File: config.mk
export PLATFORM = sky130hd
export DESIGN_NAME = dma_regs
export DESIGN_NICKNAME = d
export VERILOG_FILES = /design/src/source/mem_chip_pkg.sv /design/src/source/dma_regs.sv
export SDC_FILE = /design/constraint.sdc
export NUM_CORES = 1
export LEC_CHECK = 0
export ABC_CLOCK_PERIOD_IN_PS = 1500
export BUFFER_PORTS_ARGS = -buffer_cell sky130_fd_sc_hd__buf_2
export CELL_PAD_IN_SITES_DETAIL_PLACEMENT = 1
export CELL_PAD_IN_SITES_GLOBAL_PLACEMENT = 2
export CORE_MARGIN = 1.5
export CORE_UTILIZATION = 20
export CTS_CLUSTER_SIZE = 16
export DETAILED_ROUTE_END_ITERATION = 8
export GPL_TIMING_DRIVEN = 0
export PLACE_DENSITY_LB_ADDON = 0.08
export SLEW_MARGIN = 20
export SYNTH_ARGS = -nofsm -noshare
export SYNTH_HDL_FRONTEND = slang
export SYNTH_SLANG_ARGS = --single-unit
File: constraint.sdc
create_clock -name clk_i -period 1.5 [get_ports clk_i]
set_input_delay 0.3 -clock clk_i [delete_from_list [all_inputs] [get_ports clk_i]]
set_output_delay 0.3 -clock clk_i [all_outputs]
set_load 0.1 [all_outputs]
File: src/source/mem_chip_pkg.sv
/*
 * Memory chip shared definitions: bus widths, local address map,
 * DMA register offsets and the packed request and response structs
 */
package mem_chip_pkg;

  localparam int unsigned ChipIdWidth    = 8;
  localparam int unsigned AddrWidth      = 48;
  localparam int unsigned LocalAddrWidth = AddrWidth - ChipIdWidth;
  localparam int unsigned DataWidth      = 64;
  localparam int unsigned ByteWidth      = 8;
  localparam int unsigned StrbWidth      = DataWidth / ByteWidth;
  localparam int unsigned SpmWords       = 512;
  localparam int unsigned SpmIdxWidth    = $clog2(SpmWords);
  localparam int unsigned DmaLenWidth    = 10;
  localparam int unsigned DmaOffWidth    = 5;

  //////////////////////////////////////////////////////////////////////
  // Local address map, below the chip ID byte
  //////////////////////////////////////////////////////////////////////

  localparam logic [LocalAddrWidth-1:0] SpmBase  = 40'h00_7000_0000;
  localparam logic [LocalAddrWidth-1:0] SpmBytes = 40'h00_0000_1000;
  localparam logic [LocalAddrWidth-1:0] DmaBase  = 40'h00_0500_0000;
  localparam logic [LocalAddrWidth-1:0] DmaBytes = 40'h00_0000_0020;

  // DMA register byte offsets
  localparam logic [DmaOffWidth-1:0] DmaSrcOff   = 5'h00;
  localparam logic [DmaOffWidth-1:0] DmaDstOff   = 5'h08;
  localparam logic [DmaOffWidth-1:0] DmaLenOff   = 5'h10;
  localparam logic [DmaOffWidth-1:0] DmaStartOff = 5'h18;

  typedef logic [ChipIdWidth-1:0] chip_id_t;
  typedef logic [SpmIdxWidth-1:0] spm_idx_t;

  typedef enum logic [1:0] {
    IdleRegion,
    SpmRegion,
    DmaRegion,
    ErrRegion
  } region_e;

  typedef struct packed {
    logic                 we;
    logic [AddrWidth-1:0] addr;
    logic [DataWidth-1:0] wdata;
    logic [StrbWidth-1:0] strb;
  } host_req_t;

  typedef struct packed {
    logic [DataWidth-1:0] rdata;
    logic                 err;
  } host_rsp_t;

  // One scratchpad access, word addressed
  typedef struct packed {
    logic                 we;
    spm_idx_t             idx;
    logic [DataWidth-1:0] wdata;
    logic [StrbWidth-1:0] strb;
  } spm_req_t;

  typedef struct packed {
    spm_idx_t               src;
    spm_idx_t               dst;
    logic [DmaLenWidth-1:0] len;
  } dma_cfg_t;

endpackage

File: src/source/dma_regs.sv
/*
 * DMA configuration registers: source, destination and length,
 * registered readback and a one-cycle start pulse
 */
`timescale 1ns/100ps

module dma_regs (
  input  logic                                 clk_i,
  input  logic                                 rst_ni,
  input  logic                                 reg_valid_i,
  input  logic                                 reg_we_i,
  input  logic [mem_chip_pkg::DmaOffWidth-1:0] reg_off_i,
  input  logic [mem_chip_pkg::DataWidth-1:0]   reg_wdata_i,
  output logic [mem_chip_pkg::DataWidth-1:0]   reg_rdata_o,
  output mem_chip_pkg::dma_cfg_t                cfg_o,
  output logic                                 start_o
);

  mem_chip_pkg::dma_cfg_t             cfg_q;
  logic [mem_chip_pkg::DataWidth-1:0] rdata_d;
  logic [mem_chip_pkg::DataWidth-1:0] rdata_q;
  logic                               start_q;
  logic                               wr;

  assign wr = reg_valid_i & reg_we_i;

  // Readback, zero extended; start reads 0
  always_comb begin
    rdata_d = '0;
    case (reg_off_i)
      mem_chip_pkg::DmaSrcOff: rdata_d[mem_chip_pkg::SpmIdxWidth-1:0] = cfg_q.src;
      mem_chip_pkg::DmaDstOff: rdata_d[mem_chip_pkg::SpmIdxWidth-1:0] = cfg_q.dst;
      mem_chip_pkg::DmaLenOff: rdata_d[mem_chip_pkg::DmaLenWidth-1:0] = cfg_q.len;
      default:                 rdata_d = '0;
    endcase
  end

  always_ff @(posedge clk_i) begin
    if (!rst_ni) begin
      cfg_q   <= '0;
      rdata_q <= '0;
      start_q <= 1'b0;
    end else begin
      start_q <= wr && (reg_off_i == mem_chip_pkg::DmaStartOff);
      if (reg_valid_i) begin
        rdata_q <= rdata_d;
      end
      if (wr) begin
        case (reg_off_i)
          mem_chip_pkg::DmaSrcOff: cfg_q.src <= reg_wdata_i[mem_chip_pkg::SpmIdxWidth-1:0];
          mem_chip_pkg::DmaDstOff: cfg_q.dst <= reg_wdata_i[mem_chip_pkg::SpmIdxWidth-1:0];
          mem_chip_pkg::DmaLenOff: cfg_q.len <= reg_wdata_i[mem_chip_pkg::DmaLenWidth-1:0];
          default:                 cfg_q     <= cfg_q;
        endcase
      end
    end
  end

  assign reg_rdata_o = rdata_q;
  assign cfg_o       = cfg_q;
  assign start_o     = start_q;

endmodule

==> impl_metrics.json <==
{
  "status": "finished, final reports clean",
  "cpLargestDelayFamily": "buffers and inverters",
  "setup.worst_path.start": "cfg_o[8]$_SDFFE_PN0P_",
  "crit_arrival_ns": 1.13,
  "placed_cell_area_mm2": 0.00275,
  "synth.distinct_cells": 26,
  "netlist_area_mm2": 0.00209,
  "place_congestion": 0.754,
  "cp-end-kind": "primary output",
  "worst_clock_skew_ns": 0.00724,
  "crit_slowest_cell": "buf_2",
  "fp.dieW_um": 105,
  "required_ns": 1.20,
  "finalHoldViolCount": 0,
  "setup_ws_ns": 0.0730,
  "grt_pass1_wl_um": 10300,
  "cts_resized": 0,
  "finalSetupTns_ns": 0,
  "wl_per_cell_um": 13.6,
  "p_int_mw": 1.60,
  "drt_iter0_drc": 37,
  "slew_viol_final": 0,
  "track_usage_pct": 12.1,
  "hold_start": "reg_wdata_i[7]",
  "htree_num_levels": 2,
  "synth_cells": 235,
  "synth_area_per_cell_um2": 8.91,
  "setup_viol": 0,
  "vias": 1820,
  "startpoint_type": "register",
  "period_share_pct": 95.1,
  "power_frac_clock_pct": 29.5,
  "async_flop_share_pct": 0,
  "cts-hold-fix-buffers": 0,
  "first_global_vias": 1848,
  "worst_pin_slew_ns": 0.571,
  "rsz0062_at_grt": "no",
  "yosysWarnings": 0,
  "comb_power_share_pct": 32.0,
  "fin_crit_ns": 1.43,
  "power.density_mw_per_mm2": 948,
  "vias_per_cell": 3.72,
  "peakVddDrop_mv": 0.292,
  "slew_headroom_pct": 61.9,
  "drt_first_pass_iters": 4,
  "routed_wl_um": 6640,
  "met3WireLength_um": 445,
  "io_buffers": 57,
  "antenna_found_initial": 0,
  "start_util_pct": 20.5,
  "r2r-start": "cfg_o[5]$_SDFFE_PN0P_",
  "die_area_mm2": 0.0111,
  "insertion_delay_ns": 0.29,
  "worstSetupPathType": "register to primary output",
  "hp-class": "input port to register",
  "cts_tree": "yes",
  "numCtsBuffers": 5,
  "ioPinCount": 166,
  "netSwitchingFraction_pct": 40.8,
  "gr-total-overflow": 0,
  "num_rows": 37,
  "max_freq_ghz": 0.701,
  "leakage_nw": 1.45,
  "drtAntennaViolNets": 0,
  "yosysSeqAreaShare_pct": 37.3,
  "cts_sinks": 39,
  "seq_power_share_pct": 38.4,
  "cp_cell_sequence": "buf_2",
  "cts_root_buf": "clkbuf_8",
  "total_power_mw": 2.71,
  "p_switching_mw": 1.10,
  "diodes": 0,
  "coreArea_mm2": 0.0102,
  "hpwl_um": 5150,
  "clk_pin_slew_ns": 0.08,
  "die_y_um": 105,
  "synth_seq_cells": 39,
  "cts_buffer_depth": 2,
  "place_worst_setup_slack_ns": -0.238,
  "instances_no_fill": 489,
  "wl_met2_um": 3130,
  "fin_nets": 425,
  "n_fill_cell": 1259,
  "drc": 0,
  "cts_setup_buffers": 0,
  "wl_met1_um": 2990,
  "cap_violations": 0,
  "grt_max_degree": 12,
  "drive_gt1_share_pct": 38.5,
  "synth_edf_count": 0,
  "crit_buf_inv": 1,
  "crit_path_max_fanout": 3,
  "areaGrowthSynthToFinish_pct": 36.2,
  "dp.cells": 481,
  "synth_flop_cell": "dfxtp_1",
  "highest_layer": "met4",
  "cp_slowest_stage_delay_ns": 0.45,
  "final_cell_area_mm2": 0.00285
}
## cells in the mapped netlist, types with 2 or more instances
library cell / n / area share (%)
mux2_1: 6 / 3.2
mux2i_1: 18 / 8.6
nand4_1: 3 / 0.90
nand3_1: 11 / 2.6
buf_2: 5 / 1.2
mux2_2: 3 / 1.6
a21boi_1: 11 / 3.9
buf_4: 56 / 20
o21ai_1: 19 / 4.5
clkbuf_1: 4 / 0.72
nand2_1: 37 / 6.6
dfxtp_1: 39 / 37
a32oi_1: 9 / 3.8
buf_6: 2 / 1.1
## final timing paths
| path | cells past startpoint | to | slack (ns) |
|---|---|---|---|
| max | 1 | cfg_o[8] | 0.07 |
| min | 3 | cfg_o[7]$_SDFFE_PN0P_ | 0.27 |
| max reg2reg | 3 | reg_rdata_o[5]$_SDFFE_PN0P_ | 0.45 |
| min reg2reg | 2 | reg_rdata_o[2]$_SDFFE_PN0P_ | 0.45 |
## layout by cell type (no fill, tap or decap)
cell	count
nor2b_2	1
nor2_1	1
clkbuf_1	5
nand2_1	37
mux2_1	6
nand4_1	3
nor2b_1	1
mux2_2	3
o21ai_1	19
a21boi_1	11
a32oi_1	9
buf_6	2
and4_2	1
conb_1	54
dfxtp_2	3
or4_4	1
nand3_1	11
nor3_1	1
nand2b_1	1
and4_1	1
nor4_1	1
mux2i_1	18
buf_1	1
and3_1	1
buf_2	62
clkbuf_8	7
buf_4	56
dfxtp_1	36
## metrics by stage
stage | hold slack [ns] | utilization [%]
after floorplan | 0.447 | -
after global placement | 0.439 | 26.9
after detailed placement | 0.441 | 26.9
after CTS | 0.254 | 27.9
after global routing | 0.258 | 27.9
final | 0.265 | 27.9
## power by group through the flow
stage	Clock, mW	Sequential [mW]	Combinational [mW]
floorplan	0	1.09	0.762
global placement	0	1.06	0.864
detailed placement	0	1.06	0.863
CTS	0.840	1.04	0.864
global route	0.875	1.04	0.894
finish	0.799	1.04	0.867
## state kept, by name, summed over array words and instances (netlist names)
| register | cells |
|---|---|
| cfg_o | 28 |
| reg_rdata_o | 10 |
| start_o | 1 |
## routing by layer
metal	vias up	GRT usage, %
met4	0	3.52
met2	68	20.3
met3	7	3.34
li1	929	-
met5	-	0
met1	816	15.0
## final cells by class
class | instances | area (µm²) | area share (%)
Sequential cell | 39 | 785 | 27.5
Timing Repair Buffer | 57 | 285 | 10.0
Buffer | 68 | 487 | 17.1
Tap cell | 136 | 170 | 5.96
Multi-Input combinational cell | 181 | 1030 | 36.0
Clock buffer | 8 | 100 | 3.51
## kinds of logic (layout without fill, tap and decap cells)
logic type | Yosys count | count (layout) | synth area share [%]
AND/OR/NAND/NOR | 61 | 61 | 13.6
flip-flops | 39 | 39 | 37.3
buffers and inverters | 68 | 133 | 23.2
AO/OA/AOI/OAI | 39 | 39 | 12.2
multiplexers | 27 | 27 | 13.4
other | 1 | 54 | 0.179
No activity file was read; power rests on OpenSTA's default activity.
