[src/source/mem_chip_pkg.sv]
/*
 * Memory chip shared definitions: bus widths, local address map,
 * DMA register offsets and the packed request and response structs
 */
package mem_chip_pkg;

  localparam int unsigned ChipIdWidth    = 8;
  localparam int unsigned AddrWidth      = 48;
  localparam int unsigned LocalAddrWidth = AddrWidth - ChipIdWidth;
  localparam int unsigned DataWidth      = 64;
  localparam int unsigned ByteWidth      = 8;
  localparam int unsigned StrbWidth      = DataWidth / ByteWidth;
  localparam int unsigned SpmWords       = 512;
  localparam int unsigned SpmIdxWidth    = $clog2(SpmWords);
  localparam int unsigned DmaLenWidth    = 10;
  localparam int unsigned DmaOffWidth    = 5;

  //////////////////////////////////////////////////////////////////////
  // Local address map, below the chip ID byte
  //////////////////////////////////////////////////////////////////////

  localparam logic [LocalAddrWidth-1:0] SpmBase  = 40'h00_7000_0000;
  localparam logic [LocalAddrWidth-1:0] SpmBytes = 40'h00_0000_1000;
  localparam logic [LocalAddrWidth-1:0] DmaBase  = 40'h00_0500_0000;
  localparam logic [LocalAddrWidth-1:0] DmaBytes = 40'h00_0000_0020;

  // DMA register byte offsets
  localparam logic [DmaOffWidth-1:0] DmaSrcOff   = 5'h00;
  localparam logic [DmaOffWidth-1:0] DmaDstOff   = 5'h08;
  localparam logic [DmaOffWidth-1:0] DmaLenOff   = 5'h10;
  localparam logic [DmaOffWidth-1:0] DmaStartOff = 5'h18;

  typedef logic [ChipIdWidth-1:0] chip_id_t;
  typedef logic [SpmIdxWidth-1:0] spm_idx_t;

  typedef enum logic [1:0] {
    IdleRegion,
    SpmRegion,
    DmaRegion,
    ErrRegion
  } region_e;

  typedef struct packed {
    logic                 we;
    logic [AddrWidth-1:0] addr;
    logic [DataWidth-1:0] wdata;
    logic [StrbWidth-1:0] strb;
  } host_req_t;

  typedef struct packed {
    logic [DataWidth-1:0] rdata;
    logic                 err;
  } host_rsp_t;

  // One scratchpad access, word addressed
  typedef struct packed {
    logic                 we;
    spm_idx_t             idx;
    logic [DataWidth-1:0] wdata;
    logic [StrbWidth-1:0] strb;
  } spm_req_t;

  typedef struct packed {
    spm_idx_t               src;
    spm_idx_t               dst;
    logic [DmaLenWidth-1:0] len;
  } dma_cfg_t;

endpackage

[src/source/host_bus_decode.sv]
/*
 * Host port: checks the chip ID, decodes the scratchpad and DMA
 * register regions and returns one response per accepted request
 */
`timescale 1ns/100ps

module host_bus_decode (
  input  logic                                 clk_i,
  input  logic                                 rst_ni,
  input  mem_chip_pkg::chip_id_t                chip_id_i,
  input  logic                                 req_valid_i,
  input  mem_chip_pkg::host_req_t               req_i,
  input  logic                                 busy_i,
  input  logic [mem_chip_pkg::DataWidth-1:0]   spm_rdata_i,
  input  logic [mem_chip_pkg::DataWidth-1:0]   reg_rdata_i,
  output logic                                 gnt_o,
  output logic                                 spm_valid_o,
  output mem_chip_pkg::spm_req_t                spm_req_o,
  output logic                                 reg_valid_o,
  output logic                                 reg_we_o,
  output logic [mem_chip_pkg::DmaOffWidth-1:0] reg_off_o,
  output logic [mem_chip_pkg::DataWidth-1:0]   reg_wdata_o,
  output logic                                 rsp_valid_o,
  output mem_chip_pkg::host_rsp_t               rsp_o
);

  mem_chip_pkg::chip_id_t                  chip_id_q;
  logic                                    gnt_q;
  logic                                    accept;
  logic                                    id_match;
  logic                                    off_ok;
  logic [mem_chip_pkg::LocalAddrWidth-1:0] local_addr;
  logic [mem_chip_pkg::LocalAddrWidth-1:0] spm_off;
  logic [mem_chip_pkg::LocalAddrWidth-1:0] dma_off;
  mem_chip_pkg::region_e                   region_d;
  mem_chip_pkg::region_e                   region_q;
  logic                                    we_q;

  // Chip ID is sampled for as long as reset is held
  always_ff @(posedge clk_i) begin
    if (!rst_ni) begin
      chip_id_q <= chip_id_i;
    end
  end

  always_ff @(posedge clk_i) begin
    if (!rst_ni) begin
      gnt_q <= 1'b0;
    end else begin
      gnt_q <= 1'b1;
    end
  end

  assign gnt_o  = gnt_q & ~busy_i;
  assign accept = req_valid_i & gnt_o;

  assign local_addr = req_i.addr[mem_chip_pkg::LocalAddrWidth-1:0];
  assign id_match   = req_i.addr[mem_chip_pkg::AddrWidth-1 -: mem_chip_pkg::ChipIdWidth]
                      == chip_id_q;
  // Below a base the difference wraps high and misses the region
  assign spm_off    = local_addr - mem_chip_pkg::SpmBase;
  assign dma_off    = local_addr - mem_chip_pkg::DmaBase;
  assign off_ok     = reg_off_o inside {mem_chip_pkg::DmaSrcOff, mem_chip_pkg::DmaDstOff,
                                        mem_chip_pkg::DmaLenOff, mem_chip_pkg::DmaStartOff};

  always_comb begin
    region_d = mem_chip_pkg::IdleRegion;
    if (accept) begin
      if (!id_match) begin
        region_d = mem_chip_pkg::ErrRegion;
      end else if (spm_off < mem_chip_pkg::SpmBytes) begin
        region_d = mem_chip_pkg::SpmRegion;
      end else if (dma_off < mem_chip_pkg::DmaBytes && off_ok) begin
        region_d = mem_chip_pkg::DmaRegion;
      end else begin
        region_d = mem_chip_pkg::ErrRegion;
      end
    end
  end

  assign spm_valid_o     = region_d == mem_chip_pkg::SpmRegion;
  assign spm_req_o.we    = req_i.we;
  assign spm_req_o.idx   = spm_off[$clog2(mem_chip_pkg::StrbWidth) +: mem_chip_pkg::SpmIdxWidth];
  assign spm_req_o.wdata = req_i.wdata;
  assign spm_req_o.strb  = req_i.strb;

  assign reg_valid_o = region_d == mem_chip_pkg::DmaRegion;
  assign reg_we_o    = req_i.we;
  assign reg_off_o   = dma_off[mem_chip_pkg::DmaOffWidth-1:0];
  assign reg_wdata_o = req_i.wdata;

  always_ff @(posedge clk_i) begin
    if (!rst_ni) begin
      region_q <= mem_chip_pkg::IdleRegion;
      we_q     <= 1'b0;
    end else begin
      region_q <= region_d;
      we_q     <= accept & req_i.we;
    end
  end

  // Writes answer with zero data
  assign rsp_valid_o = region_q != mem_chip_pkg::IdleRegion;

  always_comb begin
    rsp_o = '0;
    case (region_q)
      mem_chip_pkg::SpmRegion: rsp_o.rdata = we_q ? '0 : spm_rdata_i;
      mem_chip_pkg::DmaRegion: rsp_o.rdata = we_q ? '0 : reg_rdata_i;
      mem_chip_pkg::ErrRegion: rsp_o.err   = 1'b1;
      default:                 rsp_o       = '0;
    endcase
  end

endmodule

[config.mk]
export PLATFORM = sky130hd
export DESIGN_NAME = host_bus_decode
export DESIGN_NICKNAME = d
export VERILOG_FILES = /design/src/source/mem_chip_pkg.sv /design/src/source/host_bus_decode.sv
export SDC_FILE = /design/constraint.sdc
export NUM_CORES = 1
export LEC_CHECK = 0
export BUFFER_PORTS_ARGS = -buffer_cell sky130_fd_sc_hd__buf_2
export CAP_MARGIN = 30
export CORE_AREA = 4 4 183 185
export CTS_CLUSTER_DIAMETER = 80
export DETAILED_ROUTE_END_ITERATION = 10
export DIE_AREA = 0 0 187 189
export SYNTH_ARGS = -nofsm -noshare
export SYNTH_HDL_FRONTEND = slang
export SYNTH_SLANG_ARGS = --single-unit
[constraint.sdc]
create_clock -name clk_i -period 2.2 [get_ports clk_i]
set_input_delay 0.44 -clock clk_i [delete_from_list [all_inputs] [get_ports clk_i]]
set_output_delay 0.44 -clock clk_i [all_outputs]
set_load 0.05 [all_outputs]
==> impl_metrics.yaml <==
outcome:
  status: "finished clean"
critical_path:
  worst-path-stages: 7
  r2r_cells: 5
  startpoint_type: "input pin"
  crit_path_end_kind: "output pin"
  crit_buf_inv: 3
  cpLargestDelayFamily: "simple AND/OR/NAND/NOR gates"
  crit_chain: "buf_2 > nor4_1 > buf_4 > nand4_1 > a2111oi_2 > and4_1 > buf_6"
  worst-path-max-fanout: 2
  worstSetupPathType: "in -> out"
  critPathRequiredTime_ns: 1.76
  max_stage_delay_ns: 0.27
  arrival_ns: 1.74
  critical-path-slowest-cell: "a2111oi_2"
synthesis:
  ys_warn_count: 0
  syn_area_per_cell_um2: 7.18
  synth.cell_area_um2: 2620
  synth_area_leaders: "buf_4 44%, a22oi_1 18%, nor2_1 9.5%, edfxtp_1 9.2%, dfxtp_1 3.1%"
  async_flop_share_pct: 0
  syn_inst: 364
  synth_edf_count: 8
  yosys-top-cells-count: "152 x buf_4, 66 x nor2_1, 64 x a22oi_1"
  synth_top_flop_cell: "edfxtp_1"
  yosys_register_bits: 12
  yosysUniqueCellTypes: 25
  yosysMostFrequentCell: "buf_4"
  syn_nets: 629
  synth_top_area_share_pct: 43.6
  ys_seq_area_share_pct: 12.2
  yosysTopAreaCell: "buf_4"
sta:
  fmax_mhz: 459
  setup_viol_count_final: 0
  slew_violations: 0
  hold_viol_final: 0
  rsz0062_at_grt: "yes"
  maxSlewHeadroom_pct: 76.5
  period_share_pct: 98.9
  fin_crit_ns: 2.18
  worstMarginPinSlew_ns: 0.352
  clock_skew_ns: 0.000966
power:
  clock_power_share_pct: 34.1
  power.share.switching_pct: 32.9
  p_total_uw: 1130
  powerDensity_nw_per_um2: 272
  p_leak_uw: 0.00171
  irDropWorstVdd_mv: 0.303
  p_comb_share_pct: 42.5
  p_int_uw: 757
  p_sw_uw: 371
  p_seq_share_pct: 23.4
clock_tree:
  htree_levels: 1
  cts_sinks: 12
  root_buffer: "clkbuf_16"
  clkSlewWorstSetupHoldPaths_ns: 0.05
  postCtsHoldBufs: 0
  clkLatencyLatePin_ns: 0.24
  cts_buffer_depth: 2
  cts_tree: "yes"
  cts_buffers: 3
final_layout:
  diodes: 0
  syn2layout_area_growth_pct: 58.6
  utilization_pct: 12.9
  drive_above_1_share_pct: 73.8
  regArea_um2: 323
  multi_input_area_um2: 1240
  fin_nets: 750
  n_fill_cell: 3674
die:
  dieHeight_um: 189
  io_pins: 482
  rows: 66
  core_um2: 32000
  initial_core_util_pct: 8.16
  dieWidth_um: 187
  die_area_um2: 35300
routing:
  drtAntennaViolNets: 0
  drtIter0Drc: 96
  routed_wl_um: 13800
  drc: 0
  wl_per_cell_um: 15.5
  viasPerCell: 3.36
  dr.pass1.iters: 4
  vias: 3001
place:
  place_congestion: 0.765
  dp_hpwl_um: 10700
  port_buffers: 267
min_path:
  min_path_type: "in -> reg"
  min_path_cells: 1
global_route:
  gr-total-overflow: 0
  grt_max_degree: 50
  grt_pass1_vias: 2912
  antenna_found_initial: 2
  grt_pass1_wl_um: 17300
  track_usage_pct: 6.27
run:
  cap_violations: 0
-- state kept, by name, summed over array words and instances (netlist names) --
| signal | count |
|---|---|
| chip_id_q | 8 |
| region_q | 2 |
| gnt_q | 1 |
| we_q | 1 |
-- cells by family after synthesis --
family,share of synthesized area (%)
xor gates and xnor gates,2.68
DFF,12.2
adders and majority gates,1.91
buffers and inverters,47.4
and+or+nand+nor,16.3
AOI/OAI and AO/OA,19.5
-- worst register-to-register path, delay by kind of cell (launching register included) --
family          cells  cell delay (ns)
flops               1             0.37
compound gates      1             0.07
simple gates        2             0.43
buf+inv             1             0.16
xor+xnor            1             0.17
-- cells in the final DEF, fill, tap and decap left out, types with 2 or more instances in the layout --
cell	n
edfxtp_1	8
buf_4	30
buf_6	33
and4_1	2
nor4_1	4
clkbuf_4	11
nor4_2	3
inv_2	2
ha_2	2
nand3_1	2
nor3_2	2
dfxtp_2	2
nand2_1	3
a22oi_1	64
nand2b_4	2
buf_12	8
nand4_1	4
nor2_1	18
nor3_1	3
nor2_2	47
inv_1	3
buf_2	201
xnor2_1	8
a21oi_1	2
clkbuf_16	7
dfxtp_1	2
-- repair_timing --
item | 4_1_cts | 5_1_grt
setup endpoints to repair | 59 | 64
gates cloned | 0 | 6
gates resized for setup | 18 | 154
pin swaps | 6 | 2
setup buffers | 2 | 3
-- metrics by stage --
stage	setup WS (ns)	cells	area (µm²)	hold WS [ns]	setup TNS (ns)
detailed placement	-0.108	877	3500	0.575	-0.212
floorplan	-0.0744	364	2680	0.468	-2.79
CTS	-0.00582	883	3660	0.326	-0.00582
global placement	-0.132	877	3500	0.574	-0.251
finish	0.0234	892	4150	0.327	0
global route	-0.101	892	4150	0.335	-0.250
-- path summary, 6_finish.rpt --
path | start | endpoint | slack, ns
min | rst_ni | gnt_q | 0.33
max | req_i[107] | reg_valid_o | 0.02
min reg2reg | gnt_q | we_q | 0.68
max reg2reg | chip_id_q[4] | region_q[1] | 0.87
-- routing by layer --
| metal | vias to the layer above | GRT usage [%] | share of wire (%) |
|---|---|---|---|
| li1 | 1341 | - | - |
| met1 | 1326 | 5.96 | 34 |
| met2 | 286 | 11.2 | 50 |
| met3 | 44 | 3.76 | 13 |
| met4 | 4 | 2.19 | 3.0 |
| met5 | - | 0 | 0.20 |
-- final cells by class --
type | count | share of cell area [%]
clock buffer | 4 | 2.14
inverter | 5 | 0.453
timing repair buffer | 288 | 47.3
sequential | 12 | 7.79
tap | 408 | 12.3
multi-input combinational | 175 | 30.0
-- power by group through the flow --
stage	clock network, µW	registers, µW	logic (µW)
floorplan	0	266	877
global placement	0	267	411
detailed placement	0	268	419
CTS	394	263	425
global route	408	266	518
finish	384	264	480
No activity file was read; power rests on OpenSTA's default activity.
