File: src/source/mem_chip_pkg.sv
/*
 * Memory chip shared definitions: bus widths, local address map,
 * DMA register offsets and the packed request and response structs
 */
package mem_chip_pkg;

  localparam int unsigned ChipIdWidth    = 8;
  localparam int unsigned AddrWidth      = 48;
  localparam int unsigned LocalAddrWidth = AddrWidth - ChipIdWidth;
  localparam int unsigned DataWidth      = 64;
  localparam int unsigned ByteWidth      = 8;
  localparam int unsigned StrbWidth      = DataWidth / ByteWidth;
  localparam int unsigned SpmWords       = 512;
  localparam int unsigned SpmIdxWidth    = $clog2(SpmWords);
  localparam int unsigned DmaLenWidth    = 10;
  localparam int unsigned DmaOffWidth    = 5;

  //////////////////////////////////////////////////////////////////////
  // Local address map, below the chip ID byte
  //////////////////////////////////////////////////////////////////////

  localparam logic [LocalAddrWidth-1:0] SpmBase  = 40'h00_7000_0000;
  localparam logic [LocalAddrWidth-1:0] SpmBytes = 40'h00_0000_1000;
  localparam logic [LocalAddrWidth-1:0] DmaBase  = 40'h00_0500_0000;
  localparam logic [LocalAddrWidth-1:0] DmaBytes = 40'h00_0000_0020;

  // DMA register byte offsets
  localparam logic [DmaOffWidth-1:0] DmaSrcOff   = 5'h00;
  localparam logic [DmaOffWidth-1:0] DmaDstOff   = 5'h08;
  localparam logic [DmaOffWidth-1:0] DmaLenOff   = 5'h10;
  localparam logic [DmaOffWidth-1:0] DmaStartOff = 5'h18;

  typedef logic [ChipIdWidth-1:0] chip_id_t;
  typedef logic [SpmIdxWidth-1:0] spm_idx_t;

  typedef enum logic [1:0] {
    IdleRegion,
    SpmRegion,
    DmaRegion,
    ErrRegion
  } region_e;

  typedef struct packed {
    logic                 we;
    logic [AddrWidth-1:0] addr;
    logic [DataWidth-1:0] wdata;
    logic [StrbWidth-1:0] strb;
  } host_req_t;

  typedef struct packed {
    logic [DataWidth-1:0] rdata;
    logic                 err;
  } host_rsp_t;

  // One scratchpad access, word addressed
  typedef struct packed {
    logic                 we;
    spm_idx_t             idx;
    logic [DataWidth-1:0] wdata;
    logic [StrbWidth-1:0] strb;
  } spm_req_t;

  typedef struct packed {
    spm_idx_t               src;
    spm_idx_t               dst;
    logic [DmaLenWidth-1:0] len;
  } dma_cfg_t;

endpackage

File: src/source/dma_word_counter.sv
/*
 * Word counter of a DMA copy with a last-word flag
 */
`timescale 1ns/100ps

module dma_word_counter (
  input  logic                                 clk_i,
  input  logic                                 rst_ni,
  input  logic                                 load_i,
  input  logic [mem_chip_pkg::DmaLenWidth-1:0] len_i,
  input  logic                                 step_i,
  output mem_chip_pkg::spm_idx_t                idx_o,
  output logic                                 last_o
);

  // Count is as wide as the length while the index wraps over the array
  logic [mem_chip_pkg::DmaLenWidth-1:0] count_q;
  logic [mem_chip_pkg::DmaLenWidth-1:0] len_q;

  always_ff @(posedge clk_i) begin
    if (!rst_ni) begin
      count_q <= '0;
      len_q   <= '0;
    end else if (load_i) begin
      count_q <= '0;
      len_q   <= len_i;
    end else if (step_i) begin
      count_q <= count_q + 1'b1;
    end
  end

  assign idx_o  = count_q[mem_chip_pkg::SpmIdxWidth-1:0];
  assign last_o = count_q == len_q - 1'b1;

endmodule

File: config.mk
export PLATFORM = sky130hd
export DESIGN_NAME = dma_word_counter
export DESIGN_NICKNAME = d
export VERILOG_FILES = /design/src/source/mem_chip_pkg.sv /design/src/source/dma_word_counter.sv
export SDC_FILE = /design/constraint.sdc
export NUM_CORES = 1
export LEC_CHECK = 0
export BUFFER_PORTS_ARGS = -buffer_cell sky130_fd_sc_hd__buf_2
export CAP_MARGIN = 40
export CORE_AREA = 2 2 74 76
export DETAILED_ROUTE_END_ITERATION = 16
export DIE_AREA = 0 0 76 78
export PLACE_DENSITY = 0.4
export REMOVE_ABC_BUFFERS = 1
export SLEW_MARGIN = 15
export SYNTH_ARGS = -nofsm -noshare
export SYNTH_HDL_FRONTEND = slang
export SYNTH_SLANG_ARGS = --single-unit
File: constraint.sdc
create_clock -name clk_i -period 2.8 [get_ports clk_i]
set_input_delay 0.7 -clock clk_i [delete_from_list [all_inputs] [get_ports clk_i]]
set_output_delay 0.7 -clock clk_i [all_outputs]
set_load 0.1 [all_outputs]
==> summary.json, run 1 <==
{
  "run_status": {"value": "finished clean"},
  "layoutNonFillerInstCount": {"value": 212},
  "synthArstFlopShare": {"value": 0},
  "crit_fanout": {"value": 6},
  "synthToLayoutAreaGrowth": {"value": 20.5, "unit": "%"},
  "min-delay-path-class": {"value": "reg -> reg"},
  "detailroute.via_count": {"value": 907},
  "clockBufferDepth": {"value": 2},
  "multiInputGateArea": {"value": 728, "unit": "µm²"},
  "p_per_area": {"value": 428, "unit": "nW/µm²"},
  "grt_pass1_vias": {"value": 965},
  "max_slew.worst_pin.slew": {"value": 0.500, "unit": "ns"},
  "drtAntennaViolNets": {"value": 0},
  "postSynthAreaPerCell": {"value": 9.21, "unit": "µm²"},
  "fin_worst_skew": {"value": 0.000705, "unit": "ns"},
  "wirelength": {"value": 2570, "unit": "µm"},
  "total_leakage_power": {"value": 0.598, "unit": "nW"},
  "timing.critical_path.max_delay_family": {"value": "compound AO/OA/AOI/OAI gates"},
  "number_of_enable_type_register_cells_in_the_synthesized_netlist": {"value": 0},
  "largest_net_degree_at_the_start_of_global_routing": {"value": 12},
  "placed_cell_area": {"value": 1320, "unit": "µm²"},
  "timing.critical_path.required": {"value": 2.10, "unit": "ns"},
  "fp.coreArea": {"value": 5040, "unit": "µm²"},
  "ir_drop": {"value": 0.193, "unit": "mV"},
  "post_synthesis_cell_type_with_the_largest_combined_area": {"value": "dfxtp_1"},
  "port_buffer_count": {"value": 23},
  "synth.cell_area": {"value": 1180, "unit": "µm²"},
  "yosys-top-cells-count": {"value": "20 x dfxtp_1, 11 x mux2i_1, 11 x nor2_1, 11 x nor2b_1, 11 x xor2_1"},
  "critical-path-slowest-cell": {"value": "dfxtp_4"},
  "clkPwrFrac": {"value": 0.305},
  "internal_power": {"value": 0.000450, "unit": "W"},
  "fin_crit_sh": {"value": 0.970},
  "clk-insertion-delay-late": {"value": 0.25, "unit": "ns"},
  "wire_per_inst": {"value": 12.1, "unit": "µm"},
  "detail_route.drc_violations": {"value": 0},
  "synth_cell_type_count": {"value": 32},
  "grt_pass1_wl": {"value": 4410, "unit": "µm"},
  "sequential_cell_area": {"value": 408, "unit": "µm²"},
  "ys_warn_count": {"value": 0},
  "syn_inst": {"value": 128},
  "synth-seq-cells": {"value": 20},
  "crit_path_kind": {"value": "reg -> out"},
  "drive_above_1_share": {"value": 0.303},
  "dieHeight": {"value": 78, "unit": "µm"},
  "die_footprint": {"value": 5930, "unit": "µm²"},
  "clk_root_buffer_cell": {"value": "clkbuf_8"},
  "pwr-share-seq": {"value": 0.509},
  "floorplan.die.width": {"value": 76, "unit": "µm"},
  "avgViaCountPerCell": {"value": 4.28},
  "tritoncts_clock_tree": {"value": "yes"},
  "ys_top_cells_by_area": {"value": "dfxtp_1 34%, mux2i_1 9.3%, xor2_1 8.2%, nor2b_1 5.8%, buf_4 5.7%"},
  "synth_seq_area_share": {"value": 0.340},
  "first_iter_violations": {"value": 34},
  "kind_of_end_point_of_the_critical_path": {"value": "output pin"},
  "post_cts_hold_buffer_count": {"value": 0},
  "dp_cells": {"value": 209},
  "nets": {"value": 160},
  "worstPathBufferInverterCount": {"value": 2},
  "place_hpwl": {"value": 1940, "unit": "µm"},
  "switching_share": {"value": 0.260},
  "synth_flop_cell": {"value": "dfxtp_1"},
  "io-pin-count": {"value": 24},
  "setup_viol": {"value": 0},
  "antenna_found_initial": {"value": 0},
  "yosysTopAreaCellShare": {"value": 0.340},
  "report.final.slew_viol_count": {"value": 0},
  "critical_path.startpoint_type": {"value": "flop"},
  "finalWeightedCongestion": {"value": 0.811},
  "clkTransAtPathRegs": {"value": 0.07, "unit": "ns"},
  "groute.usage.overall": {"value": 0.0910},
  "fin_area": {"value": 1420, "unit": "µm²"},
  "fin_crit": {"value": 2.72, "unit": "ns"},
  "gr-total-overflow": {"value": 0},
  "relSlewSlack": {"value": 0.669},
  "cp_cell_sequence": {"value": "inv_4, ha_4, o21ba_4, a221oi_2, a21oi_1, a2111oi_2, and3_1, buf_12"},
  "hold_viol": {"value": 0},
  "cts_num_sinks": {"value": 20},
  "floorplan.rows": {"value": 26},
  "antenna_cells": {"value": 0},
  "cpPeakStageDelay": {"value": 0.38, "unit": "ns"},
  "power.share.combinational": {"value": 0.186},
  "start_util": {"value": 0.234},
  "fmax_achieved": {"value": 0.368, "unit": "GHz"},
  "total_switching_power": {"value": 0.000158, "unit": "W"},
  "drv_cap": {"value": 0},
  "htree_num_levels": {"value": 1},
  "grt_setup_unrepaired": {"value": "yes"},
  "num-fill-cells": {"value": 558},
  "drt-pass1-iter-count": {"value": 4},
  "design_power_total": {"value": 0.000608, "unit": "W"},
  "cts_made_buffers": {"value": 3},
  "post-synth-top-count-cell": {"value": "dfxtp_1"},
  "timing.critical_path.arrival": {"value": 2.02, "unit": "ns"}
}
metal layers:
layer	global-route usage	vias up	wire length, µm	part of all wire
li1	-	462	-	-
met1	0.109	425	1200	0.47
met2	0.158	18	1210	0.47
met3	0.0198	2	141	0.055
met4	0.0382	0	15	0.0058
met5	0	-	0	0
cell usage in the layout (no fill, tap or decap), drive strengths merged:
master,n
buf,25
dfxtp,20
xor2,11
nor2b,11
mux2i,11
nor2,11
xnor2,6
nand2,5
and3,4
nand4,4
nand2b,3
nand3,3
clkbuf,3
o21bai,2
o21ai,2
a21oi,2
nand3b,2
inv,2
a221oi,2
ha,2
nor3,1
o2bb2ai,1
nor4,1
a21o,1
and4bb,1
o21ba,1
a2111oi,1
o31ai,1
nor4bb,1
mux2,1
or3,1
logic make-up after synthesis:
| family | synth area share |
|---|---|
| adder cells (fa/ha/maj) | 0.0212 |
| XOR/XNOR | 0.126 |
| buffers and inverters | 0.0817 |
| multiplexers | 0.103 |
| flip-flops | 0.340 |
| AND/OR/NAND/NOR | 0.242 |
| AO/OA/AOI/OAI | 0.0860 |
area by class of cell:
type	count	share of cell area
multi-input cells	92	0.513
flip-flops and latches	20	0.287
repair buffers	25	0.102
well taps	70	0.0617
clock buffers	3	0.0291
inverters	2	0.00705
worst register-to-register path, stage by stage, from the launching register on:
cell,delay (ns)
dfxtp_1,0.51
nand4_1,0.26
nor2_1,0.23
nand3_1,0.11
xor2_1,0.14
nor2_1,0.05
repair_timing:
item                       in CTS  in global routing
buffers inserted                0                  0
gates resized for setup         7                  8
hold endpoints to repair        0                  0
setup endpoints to repair       1                  1
pin swaps                       2                  2
gates cloned                    0                  0
worst paths after layout:
path / from / cells past startpoint / slack, ns / end
worst min register to register: len_q[9]$_SDFFE_PN0P_ / 2 / 0.54 / len_q[9]$_SDFFE_PN0P_
worst min-delay path: len_q[9]$_SDFFE_PN0P_ / 2 / 0.54 / len_q[9]$_SDFFE_PN0P_
worst max register to register: count_q[2]$_SDFFE_PP0P_ / 5 / 1.39 / count_q[9]$_SDFFE_PP0P_
worst max-delay path: len_q[1]$_SDFFE_PN0P_ / 8 / 0.08 / last_o
power by group through the flow:
stage / clock network [W] / logic [W] / registers [W]
2_1_floorplan: 0 / 0.0000620 / 0.000318
3_3_place_gp: 0 / 0.0000978 / 0.000314
3_5_place_dp: 0 / 0.000101 / 0.000314
4_1_cts: 0.000193 / 0.000110 / 0.000309
5_1_grt: 0.000205 / 0.000124 / 0.000312
6_report: 0.000185 / 0.000113 / 0.000309
state kept, by name (all words and copies together), names as in the netlist:
register,flops
len_q,10
count_q,10
stage by stage:
stage / TNS [ns] / setup slack [ns] / utilization / hold slack (ns)
2_1_floorplan: -0.554 / -0.554 / - / 0.498
3_3_place_gp: 0 / 0.179 / 0.262 / 0.523
3_5_place_dp: 0 / 0.116 / 0.262 / 0.539
4_1_cts: 0 / 0.0119 / 0.277 / 0.542
5_1_grt: -0.0327 / -0.0327 / 0.282 / 0.590
6_report: 0 / 0.0828 / 0.282 / 0.539
(Power assumes the default switching activity.)
==> inputs of run 2 (changes only) <==
==> constraint.sdc (replaced) <==
create_clock -name clk_i -period 2.8 [get_ports clk_i]
set_input_delay 0.14 -clock clk_i [delete_from_list [all_inputs] [get_ports clk_i]]
set_output_delay 0.14 -clock clk_i [all_outputs]
set_load 0.1 [all_outputs]
==> run 2 against run 1 <==
  * Global-route usage hardly changed
  * Non-clock buffer count fell by 2
  * Count of clock-buffer cells in the layout stayed put
  * Clock skew increased by 0.00063 ns
  * Critical path type unchanged
  * Highest routed layer unchanged
==> summary.json, run 2 (same netlist as run 1, synthesis figures left out) <==
{
  "run_status": {"value": "finished clean"},
  "first_iter_violations": {"value": 15, "change": "-56%"},
  "avgViaCountPerCell": {"value": 4.21, "change": "-1.6%"},
  "report.final.slew_viol_count": {"value": 0, "change": "unchanged"},
  "dp_cells": {"value": 207, "change": "-0.96%"},
  "floorplan.die.width": {"value": 76, "unit": "µm", "change": "unchanged"},
  "grt_pass1_wl": {"value": 4390, "unit": "µm", "change": "-0.48%"},
  "power.share.combinational": {"value": 0.161, "change": "-0.025"},
  "crit_fanout": {"value": 6, "change": "unchanged"},
  "total_switching_power": {"value": 0.000151, "unit": "W", "change": "-4.5%"},
  "design_power_total": {"value": 0.000587, "unit": "W", "change": "-3.5%"},
  "fmax_achieved": {"value": 0.399, "unit": "GHz", "change": "+8.5%"},
  "dpl_worst_slack": {"value": 0.451, "unit": "ns", "change": "+0.336 ns"},
  "antenna_found_initial": {"value": 0, "change": "unchanged"},
  "drtAntennaViolNets": {"value": 0, "change": "unchanged"},
  "final.setup.worst_slack": {"value": 0.297, "unit": "ns", "change": "+0.214 ns"},
  "hold_viol": {"value": 0, "change": "unchanged"},
  "hold_path_depth": {"value": 3, "change": "+1"},
  "nets": {"value": 158, "change": "-1.3%"},
  "ir_drop": {"value": 0.237, "unit": "mV", "change": "+23%"},
  "drt-pass1-iter-count": {"value": 4, "change": "unchanged"},
  "drive_above_1_share": {"value": 0.229, "change": "-0.0742"},
  "grt_setup_unrepaired": {"value": "no"},
  "groute.usage.overall": {"value": 0.0907, "change": "-0.000269"},
  "io-pin-count": {"value": 24, "change": "unchanged"},
  "timing.critical_path.required": {"value": 2.66, "unit": "ns", "change": "+0.56 ns"},
  "detail_route.drc_violations": {"value": 0, "change": "unchanged"},
  "max_slew.worst_pin.slew": {"value": 0.495, "unit": "ns", "change": "-0.00455 ns"},
  "largest_net_degree_at_the_start_of_global_routing": {"value": 12, "change": "unchanged"},
  "wire_per_inst": {"value": 11.8, "unit": "µm", "change": "-2.4%"},
  "clk_root_buffer_cell": {"value": "clkbuf_8"},
  "drv_cap": {"value": 0, "change": "unchanged"},
  "layoutNonFillerInstCount": {"value": 210, "change": "-0.94%"},
  "total_leakage_power": {"value": 0.568, "unit": "nW", "change": "-5.1%"},
  "gr-total-overflow": {"value": 0, "change": "unchanged"},
  "fin_crit_sh": {"value": 0.894, "change": "-0.0764"},
  "die_footprint": {"value": 5930, "unit": "µm²", "change": "unchanged"},
  "cts_setup_buffers": {"value": 0, "change": "unchanged"},
  "switching_share": {"value": 0.257, "change": "-0.00275"},
  "start_util": {"value": 0.234, "change": "unchanged"},
  "htree_num_levels": {"value": 1, "change": "unchanged"},
  "dieHeight": {"value": 78, "unit": "µm", "change": "unchanged"},
  "fin_worst_skew": {"value": 0.00134, "unit": "ns", "change": "+0.000635 ns"},
  "clkPwrFrac": {"value": 0.314, "change": "+0.009"},
  "fin_crit": {"value": 2.50, "unit": "ns", "change": "-0.214 ns"},
  "grt_pass1_vias": {"value": 905, "change": "-6.2%"},
  "crit_path_kind": {"value": "reg -> out"},
  "setup_tns": {"value": 0, "unit": "ns", "change": "unchanged"},
  "largestRegisters": {"value": "count_q: 10 flops, len_q: 10 flops"},
  "setup_viol": {"value": 0, "change": "unchanged"},
  "relSlewSlack": {"value": 0.672, "change": "+0.00301"},
  "cts_made_buffers": {"value": 3, "change": "unchanged"},
  "synthToLayoutAreaGrowth": {"value": 13.4, "unit": "%"},
  "kind_of_end_point_of_the_critical_path": {"value": "output pin"},
  "fp.coreArea": {"value": 5040, "unit": "µm²", "change": "unchanged"},
  "antenna_cells": {"value": 0, "change": "unchanged"},
  "ff2ff_path_depth": {"value": 5, "change": "unchanged"},
  "cts_num_sinks": {"value": 20, "change": "unchanged"},
  "min-delay-path-class": {"value": "in -> reg"},
  "floorplan.rows": {"value": 26, "change": "unchanged"},
  "clk-insertion-delay-late": {"value": 0.25, "unit": "ns", "change": "about the same"},
  "wirelength": {"value": 2480, "unit": "µm", "change": "-3.4%"},
  "finalWeightedCongestion": {"value": 0.823, "change": "+1.5%"},
  "clkTransAtPathRegs": {"value": 0.07, "unit": "ns", "change": "about the same"},
  "detailroute.via_count": {"value": 884, "change": "-2.5%"},
  "tritoncts_clock_tree": {"value": "yes"},
  "clockBufferDepth": {"value": 2, "change": "unchanged"},
  "internal_power": {"value": 0.000436, "unit": "W", "change": "-3.1%"},
  "pwr-share-seq": {"value": 0.526, "change": "+0.017"},
  "final_cell_mix": {"value": "22 x buf_2, 20 x dfxtp_1"},
  "place_hpwl": {"value": 1940, "unit": "µm", "change": "+0.31%"},
  "critical_path.startpoint_type": {"value": "flop"},
  "timing.critical_path.arrival": {"value": 2.36, "unit": "ns", "change": "+0.34 ns"},
  "core_occupancy_in_the_finished_layout": {"value": 0.265, "change": "-0.0166"},
  "port_buffer_count": {"value": 23, "change": "unchanged"},
  "p_per_area": {"value": 439, "unit": "nW/µm²", "change": "+2.6%"},
  "final_common_cell": {"value": "buf_2"}
}
[run 2: power by group through the flow]
stage / clock network [W] / registers, W / logic [W]
floorplan: 0 / 0.000318 / 0.0000620
global placement: 0 / 0.000315 / 0.0000928
detailed placement: 0 / 0.000315 / 0.0000948
CTS: 0.000196 / 0.000309 / 0.0000954
global route: 0.000211 / 0.000311 / 0.000105
finish: 0.000184 / 0.000308 / 0.0000942
[run 2: stage by stage]
stage	cell area (µm²)	hold WS, ns
after floorplan	1090	0.268
after global placement	1290	0.401
after detailed placement	1290	0.408
after CTS	1330	0.141
after global routing	1340	0.146
final	1340	0.145
[run 2: worst max-delay path, cell delays in order, from the launching register on]
cell      delay, ns
dfxtp_1        0.36
inv_1          0.08
ha_1           0.26
nor4bb_1       0.34
mux2_2         0.37
a221oi_1       0.19
and3_1         0.19
clkbuf_4       0.33
[run 2: timing repair]
action,in CTS,in global routing
endpoints found under the setup margin,0,1
hold buffers,0,0
resized for setup,0,1
[run 2: final cells by class]
| type | instances | area [µm²] |
|---|---|---|
| multi-input combinational | 92 | 682 |
| inverter | 2 | 7.51 |
| sequential | 20 | 400 |
| tap | 70 | 87.6 |
| clock buffer | 3 | 41.3 |
| timing repair buffer | 23 | 118 |
| fill | 545 | 3710 |
[run 2: per-layer routing]
layer | GRT usage | wire (µm) | share of wire
met1 | 0.114 | 1200 | 0.48
met2 | 0.156 | 1180 | 0.48
met3 | 0.0267 | 95 | 0.038
met4 | 0.0164 | 8 | 0.0032
met5 | 0 | 0 | 0
[run 2: final timing paths]
kind                           startpoint                 endpoint  slack, ns
hold / removal                   len_i[7]    len_q[7]$_SDFFE_PN0P_       0.14
hold reg to reg   count_q[9]$_SDFFE_PP0P_  count_q[9]$_SDFFE_PP0P_       0.54
setup / recovery    len_q[0]$_SDFFE_PN0P_                   last_o       0.30
setup reg to reg  count_q[2]$_SDFFE_PP0P_  count_q[9]$_SDFFE_PP0P_       1.39
